`config.mk`:
```
export PLATFORM = sky130hd
export DESIGN_NAME = playseq
export DESIGN_NICKNAME = d
export VERILOG_FILES = /design/src/hdl/playseq_pkg.sv /design/src/hdl/playseq.sv /design/src/hdl/playseq_unidade_controle.sv /design/src/hdl/playseq_fluxo_dados.sv /design/src/hdl/playseq_memorias.sv
export SDC_FILE = /design/constraint.sdc
export NUM_CORES = 1
export LEC_CHECK = 0
export BUFFER_PORTS_ARGS = -buffer_cell sky130_fd_sc_hd__buf_2
export CAP_MARGIN = 20
export CORE_ASPECT_RATIO = 0.75
export CORE_MARGIN = 2
export CORE_UTILIZATION = 38
export DETAILED_ROUTE_END_ITERATION = 8
export SYNTH_ARGS = -nofsm -noshare
export SYNTH_HDL_FRONTEND = slang
export SYNTH_SLANG_ARGS = --single-unit
```
`constraint.sdc`:
```
create_clock -name clock -period 1.9 [get_ports clock]
set_input_delay 0.19 -clock clock [delete_from_list [all_inputs] [get_ports clock]]
set_output_delay 0.19 -clock clock [all_outputs]
set_load 0.01 [all_outputs]
```
`src/hdl/playseq_pkg.sv`:
```
//----------------------------------------------------------------------
// PlaySeq game constants, level length tables, the three fixed
// colour sequences and the structs shared by control unit and datapath
//----------------------------------------------------------------------
`default_nettype none

package playseq_pkg;

    localparam int LARGURA_END = 4;            // address and length width

    // preview and play timing, in clock cycles
    localparam int LED_ON         = 4;
    localparam int LED_OFF        = 2;
    localparam int TIMEOUT_JOGADA = 40;

    localparam int LARGURA_LED = $clog2(LED_ON + LED_OFF);
    localparam int LARGURA_TMR = $clog2(TIMEOUT_JOGADA);

    // terminal counts of the two timers
    localparam logic [LARGURA_LED-1:0] FIM_LED_ON  = LARGURA_LED'(LED_ON - 1);
    localparam logic [LARGURA_LED-1:0] FIM_LED_OFF = LARGURA_LED'(LED_ON + LED_OFF - 1);
    localparam logic [LARGURA_TMR-1:0] FIM_TMR     = LARGURA_TMR'(TIMEOUT_JOGADA - 1);

    // start and final lengths, indexed by level
    localparam logic [LARGURA_END-1:0] RODADA_INICIAL [4] = '{4'd3, 4'd5, 4'd8, 4'd8};
    localparam logic [LARGURA_END-1:0] RODADA_FINAL   [4] = '{4'd5, 4'd8, 4'd12, 4'd12};

    // one-hot button codes, one row per stored sequence
    localparam logic [3:0] SEQ_TABELAS [3][16] = '{
        '{4'b0001, 4'b0010, 4'b0100, 4'b1000, 4'b0001, 4'b0100, 4'b0010, 4'b1000,
          4'b0100, 4'b0001, 4'b1000, 4'b0010, 4'b0010, 4'b0100, 4'b0001, 4'b1000},
        '{4'b1000, 4'b1000, 4'b0001, 4'b0100, 4'b0010, 4'b0010, 4'b1000, 4'b0001,
          4'b0100, 4'b0100, 4'b0010, 4'b0001, 4'b1000, 4'b0010, 4'b0100, 4'b0001},
        '{4'b0100, 4'b0001, 4'b0001, 4'b0010, 4'b1000, 4'b0100, 4'b1000, 4'b0010,
          4'b0001, 4'b1000, 4'b0100, 4'b0100, 4'b0010, 4'b0001, 4'b1000, 4'b0010}
    };

    typedef struct packed {
        logic [1:0] nivel;                     // difficulty level
        logic [1:0] seletor;                   // sequence choice, 3 reuses 0
    } playseq_cfg_t;

    typedef struct packed {
        logic zera_end;                        // address counter
        logic conta_end;
        logic carrega_rod;                     // length counter
        logic conta_rod;
        logic zera_tmr;                        // play timer
        logic conta_tmr;
        logic zera_led;                        // led timer
        logic conta_led;
        logic registra_bot;                    // button register enable
        logic fase_preview;                    // led source is memory
        logic liga_leds;
    } playseq_ctrl_t;

    typedef struct packed {
        logic igual;
        logic fim_end;
        logic fim_seq;
        logic tem_jogada;
        logic fim_timeout;
        logic fim_led_on;
        logic fim_led_off;
    } playseq_cond_t;

    typedef struct packed {
        logic                   pronto;
        logic                   preview;
        logic                   jogando;
        logic                   ganhou;
        logic                   perdeu;
        logic                   timeout;
        logic [LARGURA_END-1:0] rodada;
    } playseq_status_t;

endpackage

`default_nettype wire
```
`src/hdl/playseq.sv`:
```
//----------------------------------------------------------------------
// PlaySeq top level, control unit plus datapath
//----------------------------------------------------------------------
`timescale 1ns/1ps
`default_nettype none

module playseq (
    input  wire                             clock,
    input  wire                             reset,
    input  wire                             iniciar,     // one-cycle start strobe
    input  wire playseq_pkg::playseq_cfg_t  cfg,
    input  wire [3:0]                       botoes,
    output logic [3:0]                      leds,
    output playseq_pkg::playseq_status_t    status
);

    playseq_pkg::playseq_ctrl_t          ctrl;
    playseq_pkg::playseq_cond_t          cond;
    logic [5:0]                          flags;
    logic [playseq_pkg::LARGURA_END-1:0] rodada;

    playseq_unidade_controle i_unidade_controle (
        .clock   (clock),
        .reset   (reset),
        .iniciar (iniciar),
        .cond    (cond),
        .ctrl    (ctrl),
        .flags   (flags)
    );

    playseq_fluxo_dados i_fluxo_dados (
        .clock   (clock),
        .reset   (reset),
        .iniciar (iniciar),
        .cfg     (cfg),
        .botoes  (botoes),
        .ctrl    (ctrl),
        .cond    (cond),
        .leds    (leds),
        .rodada  (rodada)
    );

    // flag order follows the status struct
    assign status.pronto  = flags[5];
    assign status.preview = flags[4];
    assign status.jogando = flags[3];
    assign status.ganhou  = flags[2];
    assign status.perdeu  = flags[1];
    assign status.timeout = flags[0];
    assign status.rodada  = rodada;

endmodule

`default_nettype wire

```
`src/hdl/playseq_unidade_controle.sv`:
```
//----------------------------------------------------------------------
// PlaySeq control unit: game FSM, ctrl decode and status flags
//----------------------------------------------------------------------
`timescale 1ns/1ps
`default_nettype none

module playseq_unidade_controle (
    input  wire                             clock,
    input  wire                             reset,
    input  wire                             iniciar,
    input  wire playseq_pkg::playseq_cond_t cond,
    output playseq_pkg::playseq_ctrl_t      ctrl,
    output logic [5:0]                      flags    // pronto .. timeout, msb first
);

    typedef enum logic [3:0] {
        est_ocioso,
        est_inicio,
        est_busca,             // memory fetch
        est_mostra,            // entry lit
        est_intervalo,         // entry dark
        est_proximo,
        est_espera,            // wait for press
        est_registra,
        est_compara,
        est_avanca,
        est_proxima_rodada,
        est_ganhou,
        est_perdeu
    } estado_t;

    estado_t estado, prox_estado;
    logic    timeout_r;

    //------------------------------------------------------------------
    // state register and timeout flag
    //------------------------------------------------------------------
    always_ff @(posedge clock) begin
        if (reset) begin
            estado <= est_ocioso;
        end else begin
            estado <= prox_estado;
        end
    end

    always_ff @(posedge clock) begin
        if (reset) begin
            timeout_r <= 1'b0;
        end else if (estado == est_inicio) begin
            timeout_r <= 1'b0;
        end else if (estado == est_espera && cond.fim_timeout) begin
            timeout_r <= 1'b1;
        end
    end

    //------------------------------------------------------------------
    // next state
    //------------------------------------------------------------------
    always_comb begin
        prox_estado = estado;
        case (estado)
            est_ocioso, est_ganhou, est_perdeu: begin
                if (iniciar) prox_estado = est_inicio;
            end
            est_inicio:    prox_estado = est_busca;
            est_busca:     prox_estado = est_mostra;
            est_mostra: begin
                if (cond.fim_led_on) prox_estado = est_intervalo;
            end
            est_intervalo: begin
                if (cond.fim_led_off) begin
                    prox_estado = cond.fim_end ? est_espera : est_proximo;
                end
            end
            est_proximo:   prox_estado = est_busca;
            est_espera: begin
                if (cond.fim_timeout)     prox_estado = est_perdeu;
                else if (cond.tem_jogada) prox_estado = est_registra;
            end
            est_registra:  prox_estado = est_compara;
            est_compara: begin
                if (!cond.igual)       prox_estado = est_perdeu;
                else if (!cond.fim_end) prox_estado = est_avanca;
                else if (cond.fim_seq)  prox_estado = est_ganhou;
                else                    prox_estado = est_proxima_rodada;
            end
            est_avanca:         prox_estado = est_espera;
            est_proxima_rodada: prox_estado = est_busca;
            default:            prox_estado = est_ocioso;
        endcase
    end

    //------------------------------------------------------------------
    // datapath control
    //------------------------------------------------------------------
    always_comb begin
        ctrl = '0;
        case (estado)
            est_inicio: begin
                ctrl.zera_end     = 1'b1;
                ctrl.carrega_rod  = 1'b1;
                ctrl.fase_preview = 1'b1;
            end
            est_busca: begin
                ctrl.zera_led     = 1'b1;
                ctrl.fase_preview = 1'b1;
            end
            est_mostra: begin
                ctrl.conta_led    = 1'b1;
                ctrl.fase_preview = 1'b1;
                ctrl.liga_leds    = 1'b1;
            end
            est_intervalo: begin
                ctrl.conta_led    = 1'b1;
                ctrl.zera_tmr     = 1'b1;    // play timer starts fresh
                ctrl.fase_preview = 1'b1;
                // rewind to the first entry when play begins
                ctrl.zera_end     = cond.fim_led_off & cond.fim_end;
            end
            est_proximo: begin
                ctrl.conta_end    = 1'b1;
                ctrl.fase_preview = 1'b1;
            end
            est_espera: begin
                ctrl.conta_tmr    = 1'b1;
                ctrl.registra_bot = 1'b1;    // value kept is the one at the pulse
                ctrl.liga_leds    = 1'b1;
            end
            est_registra: begin
                ctrl.zera_tmr     = 1'b1;
                ctrl.liga_leds    = 1'b1;
            end
            est_compara: ctrl.liga_leds = 1'b1;
            est_avanca: begin
                ctrl.conta_end    = 1'b1;
                ctrl.liga_leds    = 1'b1;
            end
            est_proxima_rodada: begin
                ctrl.conta_rod    = 1'b1;
                ctrl.zera_end     = 1'b1;
                ctrl.fase_preview = 1'b1;
            end
            default: ctrl = '0;              // idle, won, lost stay quiet
        endcase
    end

    //------------------------------------------------------------------
    // status flags
    //------------------------------------------------------------------
    always_comb begin
        flags    = '0;
        flags[5] = (estado == est_ocioso);
        flags[4] = estado inside {est_inicio, est_busca, est_mostra, est_intervalo,
                                  est_proximo, est_proxima_rodada};
        flags[3] = estado inside {est_espera, est_registra, est_compara, est_avanca};
        flags[2] = (estado == est_ganhou);
        flags[1] = (estado == est_perdeu);
        flags[0] = timeout_r & (estado == est_perdeu);
    end

endmodule

`default_nettype wire

```
`src/hdl/playseq_fluxo_dados.sv`:
```
//----------------------------------------------------------------------
// PlaySeq datapath: config register, address and length counters,
// button register and comparator, press edge detector, timers, LED mux
//----------------------------------------------------------------------
`timescale 1ns/1ps
`default_nettype none

module playseq_fluxo_dados (
    input  wire                                 clock,
    input  wire                                 reset,
    input  wire                                 iniciar,
    input  wire playseq_pkg::playseq_cfg_t      cfg,
    input  wire [3:0]                           botoes,
    input  wire playseq_pkg::playseq_ctrl_t     ctrl,
    output playseq_pkg::playseq_cond_t          cond,
    output logic [3:0]                          leds,
    output logic [playseq_pkg::LARGURA_END-1:0] rodada
);

    playseq_pkg::playseq_cfg_t               cfg_r;
    logic [playseq_pkg::LARGURA_END-1:0]     endereco;
    logic [playseq_pkg::LARGURA_END-1:0]     rodada_r;
    logic [3:0]                              dado;
    logic [3:0]                              botoes_r;
    logic                                    botoes_ant;
    logic [playseq_pkg::LARGURA_TMR-1:0]     tmr_jogada;
    logic [playseq_pkg::LARGURA_LED-1:0]     tmr_led;

    //------------------------------------------------------------------
    // configuration, taken only while the game is not running
    //------------------------------------------------------------------
    // all ctrl bits are low only in idle, won and lost
    always_ff @(posedge clock) begin
        if (reset) begin
            cfg_r <= '0;
        end else if (iniciar && (ctrl == '0)) begin
            cfg_r <= cfg;
        end
    end

    //------------------------------------------------------------------
    // counters
    //------------------------------------------------------------------
    always_ff @(posedge clock) begin
        if (reset) begin
            endereco <= '0;
        end else if (ctrl.zera_end) begin
            endereco <= '0;
        end else if (ctrl.conta_end) begin
            endereco <= endereco + 1'b1;
        end
    end

    // round length, starts from the level's table
    always_ff @(posedge clock) begin
        if (reset) begin
            rodada_r <= '0;
        end else if (ctrl.carrega_rod) begin
            rodada_r <= playseq_pkg::RODADA_INICIAL[cfg_r.nivel];
        end else if (ctrl.conta_rod) begin
            rodada_r <= rodada_r + 1'b1;
        end
    end

    always_ff @(posedge clock) begin
        if (reset) begin
            tmr_jogada <= '0;
        end else if (ctrl.zera_tmr) begin
            tmr_jogada <= '0;
        end else if (ctrl.conta_tmr) begin
            tmr_jogada <= tmr_jogada + 1'b1;
        end
    end

    // runs through the lit part and then the dark part of one entry
    always_ff @(posedge clock) begin
        if (reset) begin
            tmr_led <= '0;
        end else if (ctrl.zera_led) begin
            tmr_led <= '0;
        end else if (ctrl.conta_led) begin
            tmr_led <= tmr_led + 1'b1;
        end
    end

    //------------------------------------------------------------------
    // buttons
    //------------------------------------------------------------------
    always_ff @(posedge clock) begin
        if (ctrl.registra_bot) begin
            botoes_r <= botoes;
        end
    end

    always_ff @(posedge clock) begin
        if (reset) begin
            botoes_ant <= 1'b0;
        end else begin
            botoes_ant <= |botoes;
        end
    end

    playseq_memorias i_memorias (
        .clock    (clock),
        .endereco (endereco),
        .seletor  (cfg_r.seletor),
        .dado     (dado)
    );

    //------------------------------------------------------------------
    // conditions to the control unit
    //------------------------------------------------------------------
    assign cond.igual       = (botoes_r == dado);
    assign cond.fim_end     = (endereco == rodada_r - 1'b1);
    assign cond.fim_seq     = (rodada_r == playseq_pkg::RODADA_FINAL[cfg_r.nivel]);
    assign cond.tem_jogada  = (|botoes) & ~botoes_ant;     // rising edge of any button
    assign cond.fim_timeout = (tmr_jogada == playseq_pkg::FIM_TMR);
    assign cond.fim_led_on  = (tmr_led == playseq_pkg::FIM_LED_ON);
    assign cond.fim_led_off = (tmr_led == playseq_pkg::FIM_LED_OFF);

    // memory word in the preview, buttons in play, dark otherwise
    always_comb begin
        if (!ctrl.liga_leds) begin
            leds = 4'b0000;
        end else if (ctrl.fase_preview) begin
            leds = dado;
        end else begin
            leds = botoes;
        end
    end

    assign rodada = rodada_r;

endmodule

`default_nettype wire

```
`src/hdl/playseq_memorias.sv`:
```
//----------------------------------------------------------------------
// three read-only sequence memories with registered output
// and the selection mux in front of the datapath
//----------------------------------------------------------------------
`timescale 1ns/1ps
`default_nettype none

module playseq_memorias (
    input  wire                                 clock,
    input  wire [playseq_pkg::LARGURA_END-1:0]  endereco,
    input  wire [1:0]                           seletor,
    output logic [3:0]                          dado
);

    logic [3:0] dado_mem [3];                  // one read port per table

    //------------------------------------------------------------------
    // synchronous read, data valid the cycle after the address
    //------------------------------------------------------------------
    always_ff @(posedge clock) begin
        for (int m = 0; m < 3; m++) begin
            dado_mem[m] <= playseq_pkg::SEQ_TABELAS[m][endereco];
        end
    end

    //------------------------------------------------------------------
    // sequence selection
    //------------------------------------------------------------------
    always_comb begin
        case (seletor)
            2'd1:    dado = dado_mem[1];
            2'd2:    dado = dado_mem[2];
            default: dado = dado_mem[0];   // 0 and 3 share the first table
        endcase
    end

endmodule

`default_nettype wire

```
==> results of run 1 <==
==> worst register-to-register path, cell delays in order (launching register included) <==
cell      delay [ns]
dfxtp_2         0.34
buf_6           0.11
ha_4            0.24
a221o_1         0.28
o21ai_2         0.11
xnor2_2         0.16
nor4_4          0.07
or3b_2          0.45
a211oi_2        0.17
==> sequential cells by signal (all words and copies together) (netlist names), 3 cells and up <==
register                           cells
i_fluxo_dados.i_memorias.dado_mem     12
i_fluxo_dados.endereco                 4
i_fluxo_dados.tmr_led                  3
i_fluxo_dados.cfg_r                    4
i_unidade_controle.estado              4
i_fluxo_dados.tmr_jogada               6
i_fluxo_dados.botoes_r                 4
i_fluxo_dados.rodada                   4
==> layout make-up <==
class                   count  area (µm²)  area share (%)
flip-flops and latches     43       907.1           29.28
inverters                  14       52.55           1.696
clock buffers               6       82.58           2.666
clock inverters             2       15.01          0.4847
repair buffers             50       319.1           10.30
multi-input cells         221        1620           52.30
well taps                  81       101.3           3.271
==> cells in the mapped netlist, types with 3 or more instances <==
| library cell | count |
|---|---|
| or3_1 | 3 |
| a21o_1 | 3 |
| o22ai_1 | 3 |
| inv_1 | 13 |
| xnor2_1 | 14 |
| nand2_1 | 21 |
| a22o_1 | 4 |
| o21ai_1 | 7 |
| edfxtp_1 | 4 |
| buf_4 | 4 |
| o21ai_0 | 10 |
| nor2b_1 | 3 |
| a31oi_1 | 3 |
| nand2b_1 | 3 |
| mux2i_1 | 8 |
| dfxtp_1 | 39 |
| nand4_1 | 4 |
| o211ai_1 | 3 |
| clkbuf_1 | 5 |
| nor2_1 | 35 |
| ha_1 | 14 |
| xor2_1 | 6 |
| a221o_1 | 4 |
| a211oi_1 | 6 |
| a21boi_0 | 3 |
| a21oi_1 | 21 |
| nor3_1 | 6 |
==> cells by family after synthesis <==
kind of cell	share of synthesized area, %
mux	3.558
simple gates	19.06
compound gates	23.73
flops	35.09
buf+inv	4.922
fa+ha+maj	6.823
xor+xnor	6.823
==> through the flow <==
stage          util, %  hold slack, ns  area (µm²)
6_report         48.31          0.1081        3098
3_3_place_gp     45.48          0.4214        2917
2_1_floorplan        -          0.2628        2581
5_1_grt          48.31          0.1046        3098
3_5_place_dp     45.48          0.4274        2917
4_1_cts          47.75          0.1025        3062
==> repair_timing <==
| item | CTS | global route |
|---|---|---|
| pin swaps | 8 | 2 |
| setup endpoints to repair | 13 | 12 |
| buffers inserted | 0 | 1 |
| endpoints found under the hold margin | 0 | 0 |
| resized for setup | 15 | 8 |
==> per-layer routing <==
| layer | vias to the layer above | track usage (%) | share of wire, % | wire, µm |
|---|---|---|---|---|
| met2 | 44 | 27.25 | 43 | 2716 |
| met1 | 1064 | 25.09 | 52 | 3285 |
| met5 | - | 0 | 0 | 0 |
| li1 | 1132 | - | - | - |
| met4 | 0 | 5.327 | 1.1 | 71 |
| met3 | 8 | 3.993 | 4.0 | 250 |
==> worst paths after layout <==
check,start,to,slack (ns),cells past startpoint
setup / recovery,i_fluxo_dados.cfg_r[1],leds[0],-0.14,8
hold / removal,cfg[3],i_fluxo_dados.cfg_r[3],0.11,3
setup reg to reg,i_fluxo_dados.cfg_r[1],i_unidade_controle.estado[2],-0.10,8
hold reg to reg,i_fluxo_dados.tmr_jogada[5],i_fluxo_dados.tmr_jogada[5],0.51,2
==> power groups by stage <==
stage                     combinational [µW]  clock (µW)  sequential (µW)
after detailed placement                 630           0             1010
after CTS                                660         653              988
after global placement                   623           0             1010
after floorplan                          445           0             1010
final                                    687         639              989
after global routing                     752         697              993
==> Implementation_results.wiki, run 1 <==
{| class="wikitable"
! Metric !! Value
|-
| Result of the run || finished with violations
|-
| Failing checks || setup timing
|-
| Data required time of the critical path || 1.71 ns
|-
| Crit Path Max Fanout || 5
|-
| Setup crit end kind || output port
|-
| TNS Setup || -0.6642 ns
|-
| Area growth, synth to finish || 20.66%
|-
| Area share of the largest cell type after synthesis || 30.41%
|-
| N_diodes || 0
|-
| Final routed wirelength across all metal layers || 6.323 mm
|-
| Fin worst setup slack || -0.1441 ns
|-
| Net count after synthesis || 316
|-
| Max cap viols || 0
|-
| CTS sink cnt || 43
|-
| Total clock buffers created by CTS || 5
|-
| Main area contributors after synthesis || dfxtp_1, ha_1, nor2_1, xnor2_1, edfxtp_1
|-
| GP Congestion || 0.9283
|-
| Syn. warnings || 0
|-
| Initial Util || 40.04%
|-
| Slowest cell on the critical path || dfxtp_2
|-
| Die area || 0.007437 mm²
|-
| Crit path time final || 2.044 ns
|-
| Post-CTS Hold Fix Bufs || 0
|-
| Detail Route Antenna Nets || 0
|-
| Cell family with most CP delay || compound AO/OA/AOI/OAI gates
|-
| Wire length per cell || 15.16 µm
|-
| First-pass GRT wire length || 10.27 mm
|-
| Grt ovf || 0
|-
| Sequential group share of total power || 42.7%
|-
| Arrival time at the worst endpoint || 1.85 ns
|-
| Count of flip-flops with a built-in enable after synthesis || 4
|-
| Pre-CTS setup slack || -0.1478 ns
|-
| DIE WIDTH || 98.92 µm
|-
| Leak pwr || 0.001278 µW
|-
| Power per unit of standard cell area || 747.4 mW/mm²
|-
| Nets || 360
|-
| Floorplan core area || 0.006412 mm²
|-
| IO Count || 25
|-
| Library cell occupying the most area in the post-synthesis netlist || dfxtp_1
|-
| Crit share post-route || 107.6%
|-
| Unrepaired setup endpoints after global routing || true
|-
| Max VDD drop || 407.0 µV
|-
| Max-Slew Margin vs Limit || 58.44%
|-
| Clock tree buffer depth || 2
|-
| Worst-path cell chain || buf_6 > ha_4 > a221o_1 > o21ai_2 > buf_4 > o21ai_2 > a22o_1 > buf_2
|-
| Ys flop type || dfxtp_1
|-
| Synthesized area per cell || 8.823 µm²
|-
| Share of total power in the clock network || 27.6%
|-
| Pin count of the biggest net entering global routing || 18
|-
| Share of cells above drive strength 1 || 27.68%
|-
| Clock H-tree levels || 2
|-
| CTS root buf || clkbuf_8
|-
| Clock Skews || 0.01094 ns
|-
| Category of the critical setup timing path || reg -> out
|-
| Fraction of synthesis flops using an asynchronous set or reset pin || 0%
|-
| Delay of the slowest cell on the worst path || 0.34 ns
|-
| Number of optimization iterations in the first detailed-route pass || 5
|-
| Detailed-route DRC error count || 0
|-
| Commonest cells after routing, fill and taps aside || nor2_1, dfxtp_1, buf_4
|-
| Die height || 75.19 µm
|-
| Post-synthesis instance total || 291
|-
| Net switching component of the power || 749.8 µW
|-
| P_int || 1566 µW
|-
| Most used cell, CP || o21ai_2
|-
| Antenna violations before repair || 0
|-
| Count of endpoints failing hold in the final timing report || 0
|-
| Total of fill cells in the finished design || 606
|-
| Routed via count || 2,248
|-
| Number of library cell types mapped by synthesis || 61
|-
| Number of buffers added on ports || 24
|-
| HPWL after detailed placement || 4.825 mm
|-
| Switching part of the total power || 32.38%
|-
| Standard-cell rows || 25
|-
| Number of buffers and inverters on the critical path || 3
|-
| Post-layout instance count excluding filler cells || 417
|-
| Highest attainable clock frequency || 489.2 MHz
|-
| Nature of the critical path startpoint || flip-flop
|-
| Inst Count DP || 408
|-
| Design Power || 2315 µW
|-
| Final-report setup violation count || 7
|-
| Number of flip-flops and latches in the synthesized netlist || 43
|-
| Mapped cell area || 0.002567 mm²
|-
| Ratio of routed vias to standard cells || 5.391
|-
| Slew Limit Fails || 0
|-
| Clock latency of the later-clocked register in the worst-skew pair || 0.31 ns
|-
| Gr usage total || 17.72%
|-
| Starting DRT DRC Count || 122
|-
| CTS tree || yes
|-
| Part of the power in combinational logic || 29.7%
|-
| Number of global-route vias before repair || 2,034
|-
| Worst Tran Pin Value || 0.6192 ns
|-
| Share of the yosys chip area belonging to registers || 35.09%
|-
| Worst-path clk slew || 0.09 ns
|-
| Path type of the worst min-delay path || in -> reg
|}
(Power assumes the default switching activity.)
==> run 2: changes to the inputs <==
--- a/config.mk
+++ b/config.mk
@@ -5,7 +5,7 @@
 export SDC_FILE = /design/constraint.sdc
 export NUM_CORES = 1
 export LEC_CHECK = 0
-export BUFFER_PORTS_ARGS = -buffer_cell sky130_fd_sc_hd__buf_2
+export BUFFER_PORTS_ARGS = -buffer_cell sky130_fd_sc_hd__buf_4
 export CAP_MARGIN = 20
 export CORE_ASPECT_RATIO = 0.75
 export CORE_MARGIN = 2
==> Implementation_results.wiki, run 2 (synthesized netlist as in run 1, its figures left out) <==
{| class="wikitable"
! Metric !! Value
|-
| Result of the run || finished with violations (unchanged)
|-
| Failing checks || setup timing (unchanged)
|-
| Max VDD drop || 459.0 µV (was 407.0 µV)
|-
| Total of fill cells in the finished design || 624 (was 606)
|-
| Worst-path clk slew || 0.08 ns (was 0.09 ns)
|-
| Commonest cells after routing, fill and taps aside || buf_4, nor2_1, dfxtp_1 (was nor2_1, dfxtp_1, buf_4)
|-
| Met3 routed wirelength || 277 µm (was 250 µm)
|-
| Clock tree buffer depth || 2 (unchanged)
|-
| Crit share post-route || 108.6% (was 107.6%)
|-
| Arrival time at the worst endpoint || 1.87 ns (was 1.85 ns)
|-
| Clock latency of the later-clocked register in the worst-skew pair || 0.31 ns (about the same)
|-
| First-pass GRT wire length || 10.47 mm (was 10.27 mm)
|-
| Largest registers || i_fluxo_dados.i_memorias.dado_mem (12), i_fluxo_dados.tmr_jogada (6) (unchanged)
|-
| Slew Limit Fails || 0 (unchanged)
|-
| TNS Setup || -0.8133 ns (was -0.6642 ns)
|-
| IO Count || 25 (unchanged)
|-
| Most common cell after layout, fill and taps aside || buf_4
|-
| Nets || 366 (was 360)
|-
| Path type of the worst min-delay path || in -> reg (unchanged)
|-
| Detailed-route DRC error count || 0 (unchanged)
|-
| CTS tree || yes (unchanged)
|-
| Met2 wire length || 2.611 mm (was 2.716 mm)
|-
| Number of buffers added on ports || 24 (unchanged)
|-
| Post-layout instance count excluding filler cells || 423 (was 417)
|-
| Pre-CTS setup slack || -0.1838 ns (was -0.1478 ns)
|-
| Routed via count || 2,231 (was 2,248)
|-
| Worst Tran Pin Value || 0.6423 ns (was 0.6192 ns)
|-
| Leak pwr || 0.001332 µW (was 0.001278 µW)
|-
| Floorplan core area || 0.006412 mm² (unchanged)
|-
| DIE WIDTH || 98.92 µm (unchanged)
|-
| Number of optimization iterations in the first detailed-route pass || 4 (was 5)
|-
| Power per unit of standard cell area || 757.8 mW/mm² (was 747.4 mW/mm²)
|-
| Clock H-tree levels || 2 (unchanged)
|-
| Initial Util || 40.04% (unchanged)
|-
| Fin worst setup slack || -0.1638 ns (was -0.1441 ns)
|-
| Setup crit end kind || output port (unchanged)
|-
| Nature of the critical path startpoint || flip-flop (unchanged)
|-
| Fraction of the core area covered by cells at the end of the flow || 50.44% (was 48.31%)
|-
| Total clock buffers created by CTS || 5 (unchanged)
|-
| Grt ovf || 0 (unchanged)
|-
| Category of the critical setup timing path || reg -> out (unchanged)
|-
| CTS root buf || clkbuf_8 (unchanged)
|-
| Unrepaired setup endpoints after global routing || true (unchanged)
|-
| Final-report setup violation count || 7 (unchanged)
|-
| Clock Skews || 0.005107 ns (was 0.01094 ns)
|-
| Gr usage total || 18.04% (was 17.72%)
|-
| Final routed wirelength across all metal layers || 6.293 mm (was 6.323 mm)
|-
| Highest attainable clock frequency || 484.5 MHz (was 489.2 MHz)
|-
| Crit path time final || 2.064 ns (was 2.044 ns)
|-
| Pin count of the biggest net entering global routing || 18 (unchanged)
|-
| Wire length per cell || 14.88 µm (was 15.16 µm)
|-
| CTS sink cnt || 43 (unchanged)
|-
| Die area || 0.007437 mm² (unchanged)
|-
| Antenna violations before repair || 0 (unchanged)
|-
| Area growth, synth to finish || 25.97% (was 20.66%)
|-
| Biggest register || i_fluxo_dados.i_memorias.dado_mem (unchanged)
|-
| Post-CTS Hold Fix Bufs || 0 (unchanged)
|-
| GP Congestion || 0.8799 (was 0.9283)
|-
| Share of cells above drive strength 1 || 28.65% (was 27.68%)
|-
| Count of endpoints failing hold in the final timing report || 0 (unchanged)
|-
| Max reg flops || 12 (unchanged)
|-
| Standard-cell rows || 25 (unchanged)
|-
| Data required time of the critical path || 1.71 ns (about the same)
|-
| Detailed-route wire length on metal 1 || 3.344 mm (was 3.285 mm)
|-
| Detail Route Antenna Nets || 0 (unchanged)
|-
| Highest metal layer used by the detailed router || met4 (unchanged)
|-
| Max-Slew Margin vs Limit || 56.89% (was 58.44%)
|-
| Max cap viols || 0 (unchanged)
|-
| Ratio of routed vias to standard cells || 5.274 (was 5.391)
|-
| Inst Count DP || 413 (was 408)
|-
| Crit Path Max Fanout || 5 (unchanged)
|-
| Die height || 75.19 µm (unchanged)
|-
| N_diodes || 0 (unchanged)
|-
| Starting DRT DRC Count || 77 (was 122)
|-
| Number of global-route vias before repair || 2,080 (was 2,034)
|-
| HPWL after detailed placement || 4.799 mm (was 4.825 mm)
|}
## run 2: timing repair
action | 4_1_cts | 5_1_grt
gates resized for setup | 15 | 10
setup endpoints to repair | 9 | 13
pin swaps | 1 | 6
hold endpoints to repair | 0 | 0
buffers inserted | 0 | 2
## run 2: worst paths after layout
path / slack [ns] / cells past startpoint / from / end
setup / recovery: -0.16 / 7 / i_fluxo_dados.cfg_r[1] / leds[2]
hold / removal: 0.09 / 1 / botoes[2] / i_fluxo_dados.botoes_r[2]
setup reg to reg: -0.11 / 8 / i_fluxo_dados.cfg_r[1] / i_unidade_controle.estado[2]
hold reg to reg: 0.52 / 2 / i_unidade_controle.timeout_r / i_unidade_controle.timeout_r
## run 2: where the power goes
group          switching (µW)  internal (µW)
clock network             343            392
registers                34.4            955
logic                     375            352
## run 2: layer usage
metal	global-route usage, %	vias up
met5	0	-
met4	4.110	0
met3	4.550	6
met2	25.90	48
met1	27.12	1027
li1	-	1150
## run 2: layout make-up
type / instances / area [µm²] / area share, %
clock buffer: 5 / 68.82 / 2.128
inverter: 14 / 52.55 / 1.625
timing repair buffer: 56 / 435.4 / 13.46
multi-input combinational: 221 / 1625 / 50.25
clock inverter: 3 / 43.79 / 1.354
sequential: 43 / 907.1 / 28.05
tap: 81 / 101.3 / 3.133
## run 2: worst max-delay path, stage by stage, from the launching register on
cell     delay (ns)
dfxtp_2        0.34
buf_6          0.11
ha_4           0.24
a221o_1        0.28
o21ai_2        0.10
o21ai_1        0.12
a22o_1         0.25
buf_6          0.12
## run 2: through the flow
step / power (µW) / cell area [µm²] / hold WS [ns]
floorplan: 1460 / 2581 / 0.2628
global placement: 1664 / 3014 / 0.4042
detailed placement: 1669 / 3014 / 0.4017
CTS: 2426 / 3171 / 0.08359
global route: 2593 / 3234 / 0.07670
finish: 2451 / 3234 / 0.08972
